===== src/hdl/pipe_pkg.sv =====
package pipe_pkg;

  localparam int NUM_REGS   = 8;
  localparam int REG_SEL_W  = $clog2(NUM_REGS);  // bits that pick a physical register
  localparam int DMEM_WORDS = 64;
  localparam int DMEM_IDX_W = $clog2(DMEM_WORDS);

  typedef logic [31:0] word_t;
  typedef logic [31:0] addr_t;
  typedef logic [4:0]  reg_idx_t;
  typedef logic [1:0]  fwd_sel_t;

  // forward select codes
  localparam fwd_sel_t FWD_NONE = 2'b00;
  localparam fwd_sel_t FWD_WB   = 2'b01;
  localparam fwd_sel_t FWD_MEM  = 2'b10;

  localparam logic [6:0] OPC_REG    = 7'b0110011;
  localparam logic [6:0] OPC_IMM    = 7'b0010011;
  localparam logic [6:0] OPC_LOAD   = 7'b0000011;
  localparam logic [6:0] OPC_STORE  = 7'b0100011;
  localparam logic [6:0] OPC_BRANCH = 7'b1100011;

  typedef enum logic {
    ALU_ADD,
    ALU_SUB
  } alu_op_e;

  typedef struct packed {
    logic stall;  // hold the register feeding this stage
    logic flush;  // load a bubble instead
  } stage_ctrl_t;

  typedef struct packed {
    reg_idx_t rd;
    word_t    data;
  } retire_t;

  // all zero is a no-op
  typedef struct packed {
    logic    reg_write;
    logic    mem_read;
    logic    mem_write;
    logic    branch;
    logic    use_imm;
    alu_op_e alu_op;
  } ctrl_t;

endpackage


===== src/hdl/pipe_regfile.sv =====
`timescale 1ns/10ps

module pipe_regfile (
  input  logic               clk_i,
  input  logic               rst_i,
  input  pipe_pkg::reg_idx_t rs1_i,
  input  pipe_pkg::reg_idx_t rs2_i,
  output pipe_pkg::word_t    rd1_o,
  output pipe_pkg::word_t    rd2_o,
  input  logic               wr_en_i,
  input  pipe_pkg::reg_idx_t wr_idx_i,
  input  pipe_pkg::word_t    wr_data_i
);

  pipe_pkg::word_t regs [pipe_pkg::NUM_REGS];
  logic [pipe_pkg::REG_SEL_W-1:0] wr_slot;
  logic [pipe_pkg::REG_SEL_W-1:0] rd1_slot;
  logic [pipe_pkg::REG_SEL_W-1:0] rd2_slot;
  logic wr_live;

  // upper register numbers alias by their low bits
  assign wr_slot  = wr_idx_i[pipe_pkg::REG_SEL_W-1:0];
  assign rd1_slot = rs1_i[pipe_pkg::REG_SEL_W-1:0];
  assign rd2_slot = rs2_i[pipe_pkg::REG_SEL_W-1:0];
  assign wr_live  = wr_en_i && (wr_slot != '0);  // x0 stays zero

  always_ff @(posedge clk_i)
  begin
    if (rst_i)
    begin
      for (int i = 0; i < pipe_pkg::NUM_REGS; i++)
        regs[i] <= '0;
    end
    else if (wr_live)
      regs[wr_slot] <= wr_data_i;
  end

  // write-through so decode sees the writeback value
  assign rd1_o = (wr_live && wr_slot == rd1_slot) ? wr_data_i : regs[rd1_slot];
  assign rd2_o = (wr_live && wr_slot == rd2_slot) ? wr_data_i : regs[rd2_slot];

endmodule


===== src/hdl/pipe_decoder.sv =====
`timescale 1ns/10ps

module pipe_decoder (
  input  pipe_pkg::word_t    instr_i,
  output pipe_pkg::ctrl_t    ctrl_o,
  output pipe_pkg::reg_idx_t rs1_o,
  output pipe_pkg::reg_idx_t rs2_o,
  output pipe_pkg::reg_idx_t rd_o,
  output pipe_pkg::word_t    imm_o
);

  logic [6:0]      opcode;
  pipe_pkg::word_t imm_i_type;
  pipe_pkg::word_t imm_s_type;
  pipe_pkg::word_t imm_b_type;

  assign opcode = instr_i[6:0];
  assign rs1_o  = instr_i[19:15];
  assign rs2_o  = instr_i[24:20];
  assign rd_o   = instr_i[11:7];

  assign imm_i_type = {{20{instr_i[31]}}, instr_i[31:20]};
  assign imm_s_type = {{20{instr_i[31]}}, instr_i[31:25], instr_i[11:7]};
  assign imm_b_type = {{19{instr_i[31]}}, instr_i[31], instr_i[7], instr_i[30:25],
                       instr_i[11:8], 1'b0};

  always_comb
  begin
    ctrl_o = '0;
    imm_o  = '0;
    case (opcode)
      pipe_pkg::OPC_REG:
      begin
        ctrl_o.reg_write = 1'b1;
        ctrl_o.alu_op    = instr_i[30] ? pipe_pkg::ALU_SUB : pipe_pkg::ALU_ADD;  // funct7 bit
      end
      pipe_pkg::OPC_IMM:
      begin
        ctrl_o.reg_write = 1'b1;
        ctrl_o.use_imm   = 1'b1;
        imm_o            = imm_i_type;
      end
      pipe_pkg::OPC_LOAD:
      begin
        ctrl_o.reg_write = 1'b1;
        ctrl_o.mem_read  = 1'b1;
        ctrl_o.use_imm   = 1'b1;
        imm_o            = imm_i_type;
      end
      pipe_pkg::OPC_STORE:
      begin
        ctrl_o.mem_write = 1'b1;
        ctrl_o.use_imm   = 1'b1;
        imm_o            = imm_s_type;
      end
      pipe_pkg::OPC_BRANCH:
      begin
        ctrl_o.branch = 1'b1;
        ctrl_o.alu_op = pipe_pkg::ALU_SUB;  // equality via zero result
        imm_o         = imm_b_type;
      end
      default:
      begin
        ctrl_o = '0;  // unknown opcode, no-op
      end
    endcase
  end

endmodule


===== src/hdl/pipe_alu_branch.sv =====
`timescale 1ns/10ps

module pipe_alu_branch (
  input  pipe_pkg::ctrl_t    ctrl_i,
  input  pipe_pkg::word_t    rs1_val_i,
  input  pipe_pkg::word_t    rs2_val_i,
  input  pipe_pkg::word_t    imm_i,
  input  pipe_pkg::addr_t    pc_i,
  input  pipe_pkg::fwd_sel_t fwd_a_i,
  input  pipe_pkg::fwd_sel_t fwd_b_i,
  input  pipe_pkg::word_t    mem_result_i,
  input  pipe_pkg::word_t    wb_result_i,
  output pipe_pkg::word_t    result_o,
  output pipe_pkg::word_t    store_data_o,
  output logic               taken_o,
  output pipe_pkg::addr_t    target_o
);

  pipe_pkg::word_t op_a;
  pipe_pkg::word_t reg_b;
  pipe_pkg::word_t op_b;

  function automatic pipe_pkg::word_t fwd_mux(input pipe_pkg::fwd_sel_t sel,
                                              input pipe_pkg::word_t reg_val,
                                              input pipe_pkg::word_t mem_val,
                                              input pipe_pkg::word_t wb_val);
    case (sel)
      pipe_pkg::FWD_MEM: return mem_val;
      pipe_pkg::FWD_WB:  return wb_val;
      default:           return reg_val;
    endcase
  endfunction

  assign op_a  = fwd_mux(fwd_a_i, rs1_val_i, mem_result_i, wb_result_i);
  assign reg_b = fwd_mux(fwd_b_i, rs2_val_i, mem_result_i, wb_result_i);
  assign op_b  = ctrl_i.use_imm ? imm_i : reg_b;

  assign result_o     = (ctrl_i.alu_op == pipe_pkg::ALU_SUB) ? op_a - op_b : op_a + op_b;
  assign store_data_o = reg_b;  // forwarded rs2 for SW

  // BEQ taken when rs1 - rs2 is zero
  assign taken_o  = ctrl_i.branch && (result_o == '0);
  assign target_o = pc_i + imm_i;

endmodule


===== src/hdl/pipe_hazard_unit.sv =====
`timescale 1ns/10ps

module pipe_hazard_unit (
  input  logic                  clk_i,
  input  logic                  rst_i,
  input  pipe_pkg::reg_idx_t    ex_rs1_i,
  input  pipe_pkg::reg_idx_t    ex_rs2_i,
  input  pipe_pkg::reg_idx_t    mem_rd_i,
  input  pipe_pkg::reg_idx_t    wb_rd_i,
  input  pipe_pkg::reg_idx_t    id_rs1_i,
  input  pipe_pkg::reg_idx_t    id_rs2_i,
  input  pipe_pkg::reg_idx_t    ex_rd_i,
  input  logic                  mem_reg_wr_i,
  input  logic                  wb_reg_wr_i,
  input  logic                  ex_mem_read_i,
  input  logic                  ex_branch_taken_i,
  output pipe_pkg::fwd_sel_t    fwd_a_o,
  output pipe_pkg::fwd_sel_t    fwd_b_o,
  output pipe_pkg::stage_ctrl_t if_ctrl_o,
  output pipe_pkg::stage_ctrl_t id_ctrl_o,
  output pipe_pkg::stage_ctrl_t ex_ctrl_o,
  output pipe_pkg::stage_ctrl_t mem_ctrl_o,
  output pipe_pkg::stage_ctrl_t wb_ctrl_o
);

  logic dmem_stall_q;
  logic load_use;
  logic redirect;

  // same physical register, x0 excluded
  function automatic logic hits(input pipe_pkg::reg_idx_t src, input pipe_pkg::reg_idx_t dst);
    return (src[pipe_pkg::REG_SEL_W-1:0] == dst[pipe_pkg::REG_SEL_W-1:0]) &&
           (src[pipe_pkg::REG_SEL_W-1:0] != '0);
  endfunction

  function automatic pipe_pkg::fwd_sel_t pick_fwd(input pipe_pkg::reg_idx_t src,
                                                  input pipe_pkg::reg_idx_t mem_rd,
                                                  input logic mem_wr,
                                                  input pipe_pkg::reg_idx_t wb_rd,
                                                  input logic wb_wr);
    if (mem_wr && hits(src, mem_rd))
      return pipe_pkg::FWD_MEM;  // youngest value wins
    else if (wb_wr && hits(src, wb_rd))
      return pipe_pkg::FWD_WB;
    else
      return pipe_pkg::FWD_NONE;
  endfunction

  // one cycle freeze while the data memory answers a load
  always_ff @(posedge clk_i)
  begin
    if (rst_i)
      dmem_stall_q <= 1'b0;
    else if (dmem_stall_q)
      dmem_stall_q <= 1'b0;
    else
      dmem_stall_q <= ex_mem_read_i;
  end

  assign fwd_a_o = pick_fwd(ex_rs1_i, mem_rd_i, mem_reg_wr_i, wb_rd_i, wb_reg_wr_i);
  assign fwd_b_o = pick_fwd(ex_rs2_i, mem_rd_i, mem_reg_wr_i, wb_rd_i, wb_reg_wr_i);

  assign load_use = ex_mem_read_i && (hits(id_rs1_i, ex_rd_i) || hits(id_rs2_i, ex_rd_i));
  // a branch frozen by the memory stall resolves on the next cycle
  assign redirect = ex_branch_taken_i && !dmem_stall_q;

  assign if_ctrl_o.stall  = load_use || dmem_stall_q;
  assign if_ctrl_o.flush  = 1'b0;
  assign id_ctrl_o.stall  = load_use || dmem_stall_q;
  assign id_ctrl_o.flush  = redirect;
  assign ex_ctrl_o.stall  = dmem_stall_q;
  assign ex_ctrl_o.flush  = (load_use && !dmem_stall_q) || redirect;  // bubble into execute
  assign mem_ctrl_o.stall = dmem_stall_q;
  assign mem_ctrl_o.flush = 1'b0;
  assign wb_ctrl_o.stall  = dmem_stall_q;
  assign wb_ctrl_o.flush  = 1'b0;

endmodule


===== src/hdl/pipe_dmem.sv =====
`timescale 1ns/10ps

module pipe_dmem (
  input  logic            clk_i,
  input  logic            rst_i,
  input  pipe_pkg::addr_t addr_i,
  input  logic            rd_en_i,
  input  logic            wr_en_i,
  input  pipe_pkg::word_t wr_data_i,
  output pipe_pkg::word_t rd_data_o
);

  pipe_pkg::word_t mem [pipe_pkg::DMEM_WORDS];
  logic [pipe_pkg::DMEM_IDX_W-1:0] word_idx;

  assign word_idx = addr_i[pipe_pkg::DMEM_IDX_W+1:2];  // word addressed, byte offset dropped

  always_ff @(posedge clk_i)
  begin
    if (rst_i)
    begin
      for (int i = 0; i < pipe_pkg::DMEM_WORDS; i++)
        mem[i] <= '0;
      rd_data_o <= '0;
    end
    else
    begin
      if (wr_en_i)
        mem[word_idx] <= wr_data_i;
      if (rd_en_i)
        rd_data_o <= mem[word_idx];  // holds until the next read
    end
  end

endmodule


===== src/hdl/pipe_core_top.sv =====
`timescale 1ns/10ps

module pipe_core_top (
  input  logic              clk_i,
  input  logic              rst_i,
  output pipe_pkg::addr_t   imem_addr_o,
  input  pipe_pkg::word_t   imem_rdata_i,
  output logic              retire_valid_o,
  output pipe_pkg::retire_t retire_o
);

  // per-stage hold and bubble controls
  pipe_pkg::stage_ctrl_t if_sc, id_sc, ex_sc, mem_sc, wb_sc;
  pipe_pkg::fwd_sel_t    fwd_a, fwd_b;

  pipe_pkg::addr_t    pc_q;
  pipe_pkg::word_t    if_id_instr;
  pipe_pkg::addr_t    if_id_pc;

  pipe_pkg::ctrl_t    dec_ctrl;
  pipe_pkg::reg_idx_t dec_rs1, dec_rs2, dec_rd;
  pipe_pkg::word_t    dec_imm, dec_rs1_val, dec_rs2_val;

  pipe_pkg::ctrl_t    id_ex_ctrl;
  pipe_pkg::reg_idx_t id_ex_rs1, id_ex_rs2, id_ex_rd;
  pipe_pkg::word_t    id_ex_rs1_val, id_ex_rs2_val, id_ex_imm;
  pipe_pkg::addr_t    id_ex_pc;

  pipe_pkg::word_t    ex_result, ex_store_data;
  logic               ex_taken;
  pipe_pkg::addr_t    ex_target;

  pipe_pkg::ctrl_t    ex_mem_ctrl;
  pipe_pkg::reg_idx_t ex_mem_rd;
  pipe_pkg::word_t    ex_mem_result;
  pipe_pkg::word_t    dmem_rdata;

  logic               mem_wb_reg_write;
  pipe_pkg::reg_idx_t mem_wb_rd;
  pipe_pkg::word_t    mem_wb_result;

  assign imem_addr_o = pc_q;

  always_ff @(posedge clk_i)
  begin
    if (rst_i)
      pc_q <= '0;
    else if (!if_sc.stall)
      pc_q <= ex_taken ? ex_target : pc_q + 32'd4;
  end

  // control part of each pipeline register, bubble on reset or flush
  always_ff @(posedge clk_i)
  begin
    if (rst_i)
    begin
      if_id_instr      <= '0;  // opcode 0 decodes as no-op
      id_ex_ctrl       <= '0;
      ex_mem_ctrl      <= '0;
      mem_wb_reg_write <= 1'b0;
    end
    else
    begin
      if (!id_sc.stall)
        if_id_instr <= id_sc.flush ? '0 : imem_rdata_i;
      if (!ex_sc.stall)
        id_ex_ctrl <= ex_sc.flush ? '0 : dec_ctrl;
      if (!mem_sc.stall)
        ex_mem_ctrl <= mem_sc.flush ? '0 : id_ex_ctrl;
      if (!wb_sc.stall)
        mem_wb_reg_write <= wb_sc.flush ? 1'b0 : ex_mem_ctrl.reg_write;
    end
  end

  // payload, meaningless under a bubble
  always_ff @(posedge clk_i)
  begin
    if (!id_sc.stall)
      if_id_pc <= pc_q;
    if (!ex_sc.stall)
    begin
      id_ex_rs1     <= dec_rs1;
      id_ex_rs2     <= dec_rs2;
      id_ex_rd      <= dec_rd;
      id_ex_rs1_val <= dec_rs1_val;
      id_ex_rs2_val <= dec_rs2_val;
      id_ex_imm     <= dec_imm;
      id_ex_pc      <= if_id_pc;
    end
    if (!mem_sc.stall)
    begin
      ex_mem_rd     <= id_ex_rd;
      ex_mem_result <= ex_result;
    end
    if (!wb_sc.stall)
    begin
      mem_wb_rd     <= ex_mem_rd;
      mem_wb_result <= ex_mem_ctrl.mem_read ? dmem_rdata : ex_mem_result;  // load data or ALU
    end
  end

  pipe_decoder i_decoder (
    .instr_i (if_id_instr),
    .ctrl_o  (dec_ctrl),
    .rs1_o   (dec_rs1),
    .rs2_o   (dec_rs2),
    .rd_o    (dec_rd),
    .imm_o   (dec_imm)
  );

  pipe_regfile i_regfile (
    .clk_i     (clk_i),
    .rst_i     (rst_i),
    .rs1_i     (dec_rs1),
    .rs2_i     (dec_rs2),
    .rd1_o     (dec_rs1_val),
    .rd2_o     (dec_rs2_val),
    .wr_en_i   (mem_wb_reg_write),
    .wr_idx_i  (mem_wb_rd),
    .wr_data_i (mem_wb_result)
  );

  pipe_alu_branch i_alu_branch (
    .ctrl_i       (id_ex_ctrl),
    .rs1_val_i    (id_ex_rs1_val),
    .rs2_val_i    (id_ex_rs2_val),
    .imm_i        (id_ex_imm),
    .pc_i         (id_ex_pc),
    .fwd_a_i      (fwd_a),
    .fwd_b_i      (fwd_b),
    .mem_result_i (ex_mem_result),
    .wb_result_i  (mem_wb_result),
    .result_o     (ex_result),
    .store_data_o (ex_store_data),
    .taken_o      (ex_taken),
    .target_o     (ex_target)
  );

  pipe_hazard_unit i_hazard_unit (
    .clk_i             (clk_i),
    .rst_i             (rst_i),
    .ex_rs1_i          (id_ex_rs1),
    .ex_rs2_i          (id_ex_rs2),
    .mem_rd_i          (ex_mem_rd),
    .wb_rd_i           (mem_wb_rd),
    .id_rs1_i          (dec_rs1),
    .id_rs2_i          (dec_rs2),
    .ex_rd_i           (id_ex_rd),
    .mem_reg_wr_i      (ex_mem_ctrl.reg_write),
    .wb_reg_wr_i       (mem_wb_reg_write),
    .ex_mem_read_i     (id_ex_ctrl.mem_read),
    .ex_branch_taken_i (ex_taken),
    .fwd_a_o           (fwd_a),
    .fwd_b_o           (fwd_b),
    .if_ctrl_o         (if_sc),
    .id_ctrl_o         (id_sc),
    .ex_ctrl_o         (ex_sc),
    .mem_ctrl_o        (mem_sc),
    .wb_ctrl_o         (wb_sc)
  );

  // access only when execute advances so a frozen load keeps its data
  pipe_dmem i_dmem (
    .clk_i     (clk_i),
    .rst_i     (rst_i),
    .addr_i    (ex_result),
    .rd_en_i   (id_ex_ctrl.mem_read && !ex_sc.stall),
    .wr_en_i   (id_ex_ctrl.mem_write && !ex_sc.stall),
    .wr_data_i (ex_store_data),
    .rd_data_o (dmem_rdata)
  );

  // retire once, on the cycle writeback moves on
  assign retire_valid_o = mem_wb_reg_write && !wb_sc.stall &&
                          (mem_wb_rd[pipe_pkg::REG_SEL_W-1:0] != '0);
  assign retire_o.rd    = mem_wb_rd;
  assign retire_o.data  = mem_wb_result;

endmodule


===== config.mk =====
export PLATFORM = sky130hd
export DESIGN_NAME = pipe_core_top
export DESIGN_NICKNAME = d
export VERILOG_FILES = /design/src/hdl/pipe_pkg.sv /design/src/hdl/pipe_regfile.sv /design/src/hdl/pipe_decoder.sv /design/src/hdl/pipe_alu_branch.sv /design/src/hdl/pipe_hazard_unit.sv /design/src/hdl/pipe_dmem.sv /design/src/hdl/pipe_core_top.sv
export SDC_FILE = /design/constraint.sdc
export NUM_CORES = 2
export LEC_CHECK = 0
export BUFFER_PORTS_ARGS = -buffer_cell sky130_fd_sc_hd__buf_2
export CAP_MARGIN = 20
export CORE_UTILIZATION = 30
export DETAILED_ROUTE_END_ITERATION = 7
export HOLD_SLACK_MARGIN = 0.15
export PLACE_DENSITY = 0.43
export SLEW_MARGIN = 20
export SYNTH_ARGS = -nofsm -noshare
export SYNTH_HDL_FRONTEND = slang
export SYNTH_SLANG_ARGS = --single-unit

===== constraint.sdc =====
create_clock -name clk_i -period 11.31 [get_ports clk_i]
set_input_delay 0.5655 -clock clk_i [delete_from_list [all_inputs] [get_ports clk_i]]
set_output_delay 0.5655 -clock clk_i [all_outputs]
set_load 0.05 [all_outputs]

==> results_dict.tcl <==
set metrics [dict create \
    post-route-period-util_pct 84.4 \
    yosys-top-cells-area "edfxtp_1 (64%), mux4_2 (14%), nor2_1 (7.2%)" \
    clkSinkCount 2637 \
    rsz0062_at_grt "false" \
    final_hold_viol_count 0 \
    r2r_start "ex_mem_rd[2]" \
    synth_edf_count 2530 \
    grt_usage_pct 20.3 \
    critPathLaunchType "flip-flop" \
    start_util_pct 30.2 \
    root_buffer "clkbuf_16" \
    cts_setup_buffers 0 \
    timing.rr.end "id_ex_ctrl[2]" \
    met2_usage_pct 33.3 \
    holdCritPathClass "in -> reg" \
    cp_max_fo 66 \
    hold_path_depth 3 \
    ys_seq_elements 2637 \
    ios 104 \
    endpoint_kind "flip-flop" \
    ant_nets 0 \
    overflow 0 \
    worstMarginPinSlew_ns 1.16 \
    maxSlewViolCount 0 \
    grt_pass1_wl_um 574000 \
    slew_headroom_pct 22.9 \
    leakage_nw 47.8 \
    use_met3_pct 2.87 \
    clkTransAtPathRegs_ns 0.06 \
    drv_cap 0 \
    synth.top_cell.area_share_pct 64.1 \
    drt_wl_total_um 412000 \
    yosys.area.top_type "edfxtp_1" \
    grt-busiest-layer "met2" \
    use_met1_pct 28.0 \
    fin_crit_ns 9.55 \
    grt_max_degree 113 \
    clkLatencyLatePin_ns 0.97 \
    cts_max_path_buffers 4 \
    pre_cts_slack_ns 1.77 \
    final_cell_mix "edfxtp_1 (2530), nor2_1 (2258), mux4_2 (720)" \
    critical_path_arrival_ns 10.36 \
    die_w_um 631 \
    worst_slack_ns 1.76 \
    status "complete, no violations" \
    routed_via_density 5.27 \
    r2r_slack_ns 1.76 \
    gp_congestion 0.829 \
    syn_to_final_growth_pct 14.1 \
    drt_iter0_markers 7934 \
    firstDrtPassIters 6 \
    r2r_cells 27 \
    hold_buffers 28 \
    cts_tree "yes" \
    post-route-util_pct 34.4 \
    cts_buffers 303 \
    wire_per_inst_um 29.9 \
    first_global_vias 72800 \
    power.density_nw_per_um2 238 \
    ir_drop_v 0.000291 \
    setup_violations 0 \
    drive_gt1_share_pct 19.4 \
    die_h_um 631 \
    design.die.area_um2 398000 \
    drc 0 \
    nNetsFinal 8433 \
    hp-start "imem_rdata_i[23]" \
    dp_hpwl_um 248000 \
    cts_resized 0 \
    via_count 72600 \
    core_um2 393000 \
    setup-tns-final_ns 0 \
    port_buffers 98 \
    max_freq_ghz 0.105 \
    grt_antenna_before_repair 26 \
    crit_type "reg -> reg" \
    syn-mean-instance-area_um2 14.2 \
    htree_levels 5 \
    final.setup_skew_ns 0.0555 \
    final_common_cell "edfxtp_1" \
    holdPathEnd "if_id_instr[23]" \
    ys_types 85 \
    ys_seq_area_share_pct 65.9 \
    ys.flop_type "edfxtp_1" \
    cp.required_ns 12.11 \
    syn-cell-area_um2 119000 \
    ys_warn_count 0 \
    synth_cells 8377 \
    postSynth.asyncResetShare_pct 0 \
    fp-row-count 230 \
]
## state kept, by name, summed over array words and instances (netlist names), 2 cells and up, named ones only
name and cells:
i_dmem.rd_data_o 32, if_id_pc 32, mem_wb_rd 5, id_ex_rd 5, id_ex_ctrl 6, id_ex_rs1 3
if_id_instr 27, id_ex_rs2_val 32, ex_mem_rd 5, imem_addr_o 32, id_ex_rs2 3, ex_mem_result 32
id_ex_pc 32, ex_mem_ctrl 2, id_ex_rs1_val 32, id_ex_imm 13, mem_wb_result 32, i_dmem.mem 2048
i_regfile.regs 256
## critical path, stage by stage (launching register included)
cell       delay, ns
edfxtp_1        0.48
xor2_1          0.23
nor4b_4         0.66
a2bb2oi_4       0.10
buf_4           0.29
a222oi_1        0.34
buf_4           0.20
buf_4           0.77
a41oi_1         0.28
nor2_1          0.32
nand3_1         0.23
nor2_1          0.18
nor2_1          0.07
xnor2_1         0.15
ha_1            0.35
and2_1          0.21
nand3_1         0.14
a2111oi_0       0.10
nor3_1          0.80
a211oi_1        0.20
or3_1           0.37
a221oi_1        0.55
nand4_1         0.30
nor4_2          0.64
buf_4           0.23
and2_2          0.47
nor2_4          0.30
a32o_1          0.34
## cells in the mapped netlist, types with 54 or more instances
cell type  number
a21oi_1       177
dfxtp_1       107
clkbuf_1      599
ha_1           64
nor2_1       2269
nor3_1         91
buf_1         147
nand2b_1       90
mux2i_1       131
inv_1          54
mux4_2        720
o21ai_0       148
edfxtp_1     2530
and2_1        221
nand2_1       369
xnor2_1        62
## metrics by stage
step | total power [mW] | instances | cell area [um2] | hold WS (ns)
4_1_cts | 32.6 | 13800 | 135000 | 0.349
6_report | 32.2 | 13800 | 135000 | 0.397
3_3_place_gp | 23.0 | 13200 | 125000 | 0.401
2_1_floorplan | 18.1 | 8408 | 119000 | 0.400
3_5_place_dp | 23.0 | 13200 | 126000 | 0.405
5_1_grt | 33.2 | 13800 | 135000 | 0.385
## layer usage
layer,routed length (um),share of wire (%)
met3,26900,6.5
met1,177000,43
met4,12400,3.0
met5,26,0.0063
met2,196000,48
## layout make-up
type                    instances  area (um2)
fillers                     38200      258000
flip-flops and latches       2637       78100
multi-input cells            4944       38000
clock buffers                 399        8210
well taps                    5220        6530
repair buffers                390        3000
clock inverters               137        1150
inverters                      57         233
diodes                          3        7.51
## cells by family (layout without fill, tap and decap cells)
group	after synthesis	count (layout)	synth area share (%)
fa+ha+maj	66	66	0.709
mux	886	886	15.1
xor+xnor	110	110	0.825
buf+inv	827	983	2.66
flops	2637	2637	65.9
other cells	1	35	0.00316
simple gates	3210	3210	11.3
compound gates	640	640	3.51
## power breakdown
group          internal (mW)  switching (mW)
registers               11.2           0.455
clock network           5.42            4.11
logic                   3.98            7.08
total                   20.6            11.6
## how the worst max path moves through the flow
stage,start,cells past startpoint,to,slack [ns]
floorplan,mem_wb_rd[2],21,i_dmem.mem[16][0],4.12
global placement,ex_mem_rd[2],27,id_ex_ctrl[5],1.41
detailed placement,ex_mem_rd[2],27,id_ex_ctrl[2],1.77
CTS,ex_mem_rd[2],27,id_ex_ctrl[2],1.75
global route,ex_mem_rd[2],27,flip-flop,1.06
finish,ex_mem_rd[2],27,id_ex_ctrl[2],1.76
Note: power is estimated with default switching activity, not from simulation.
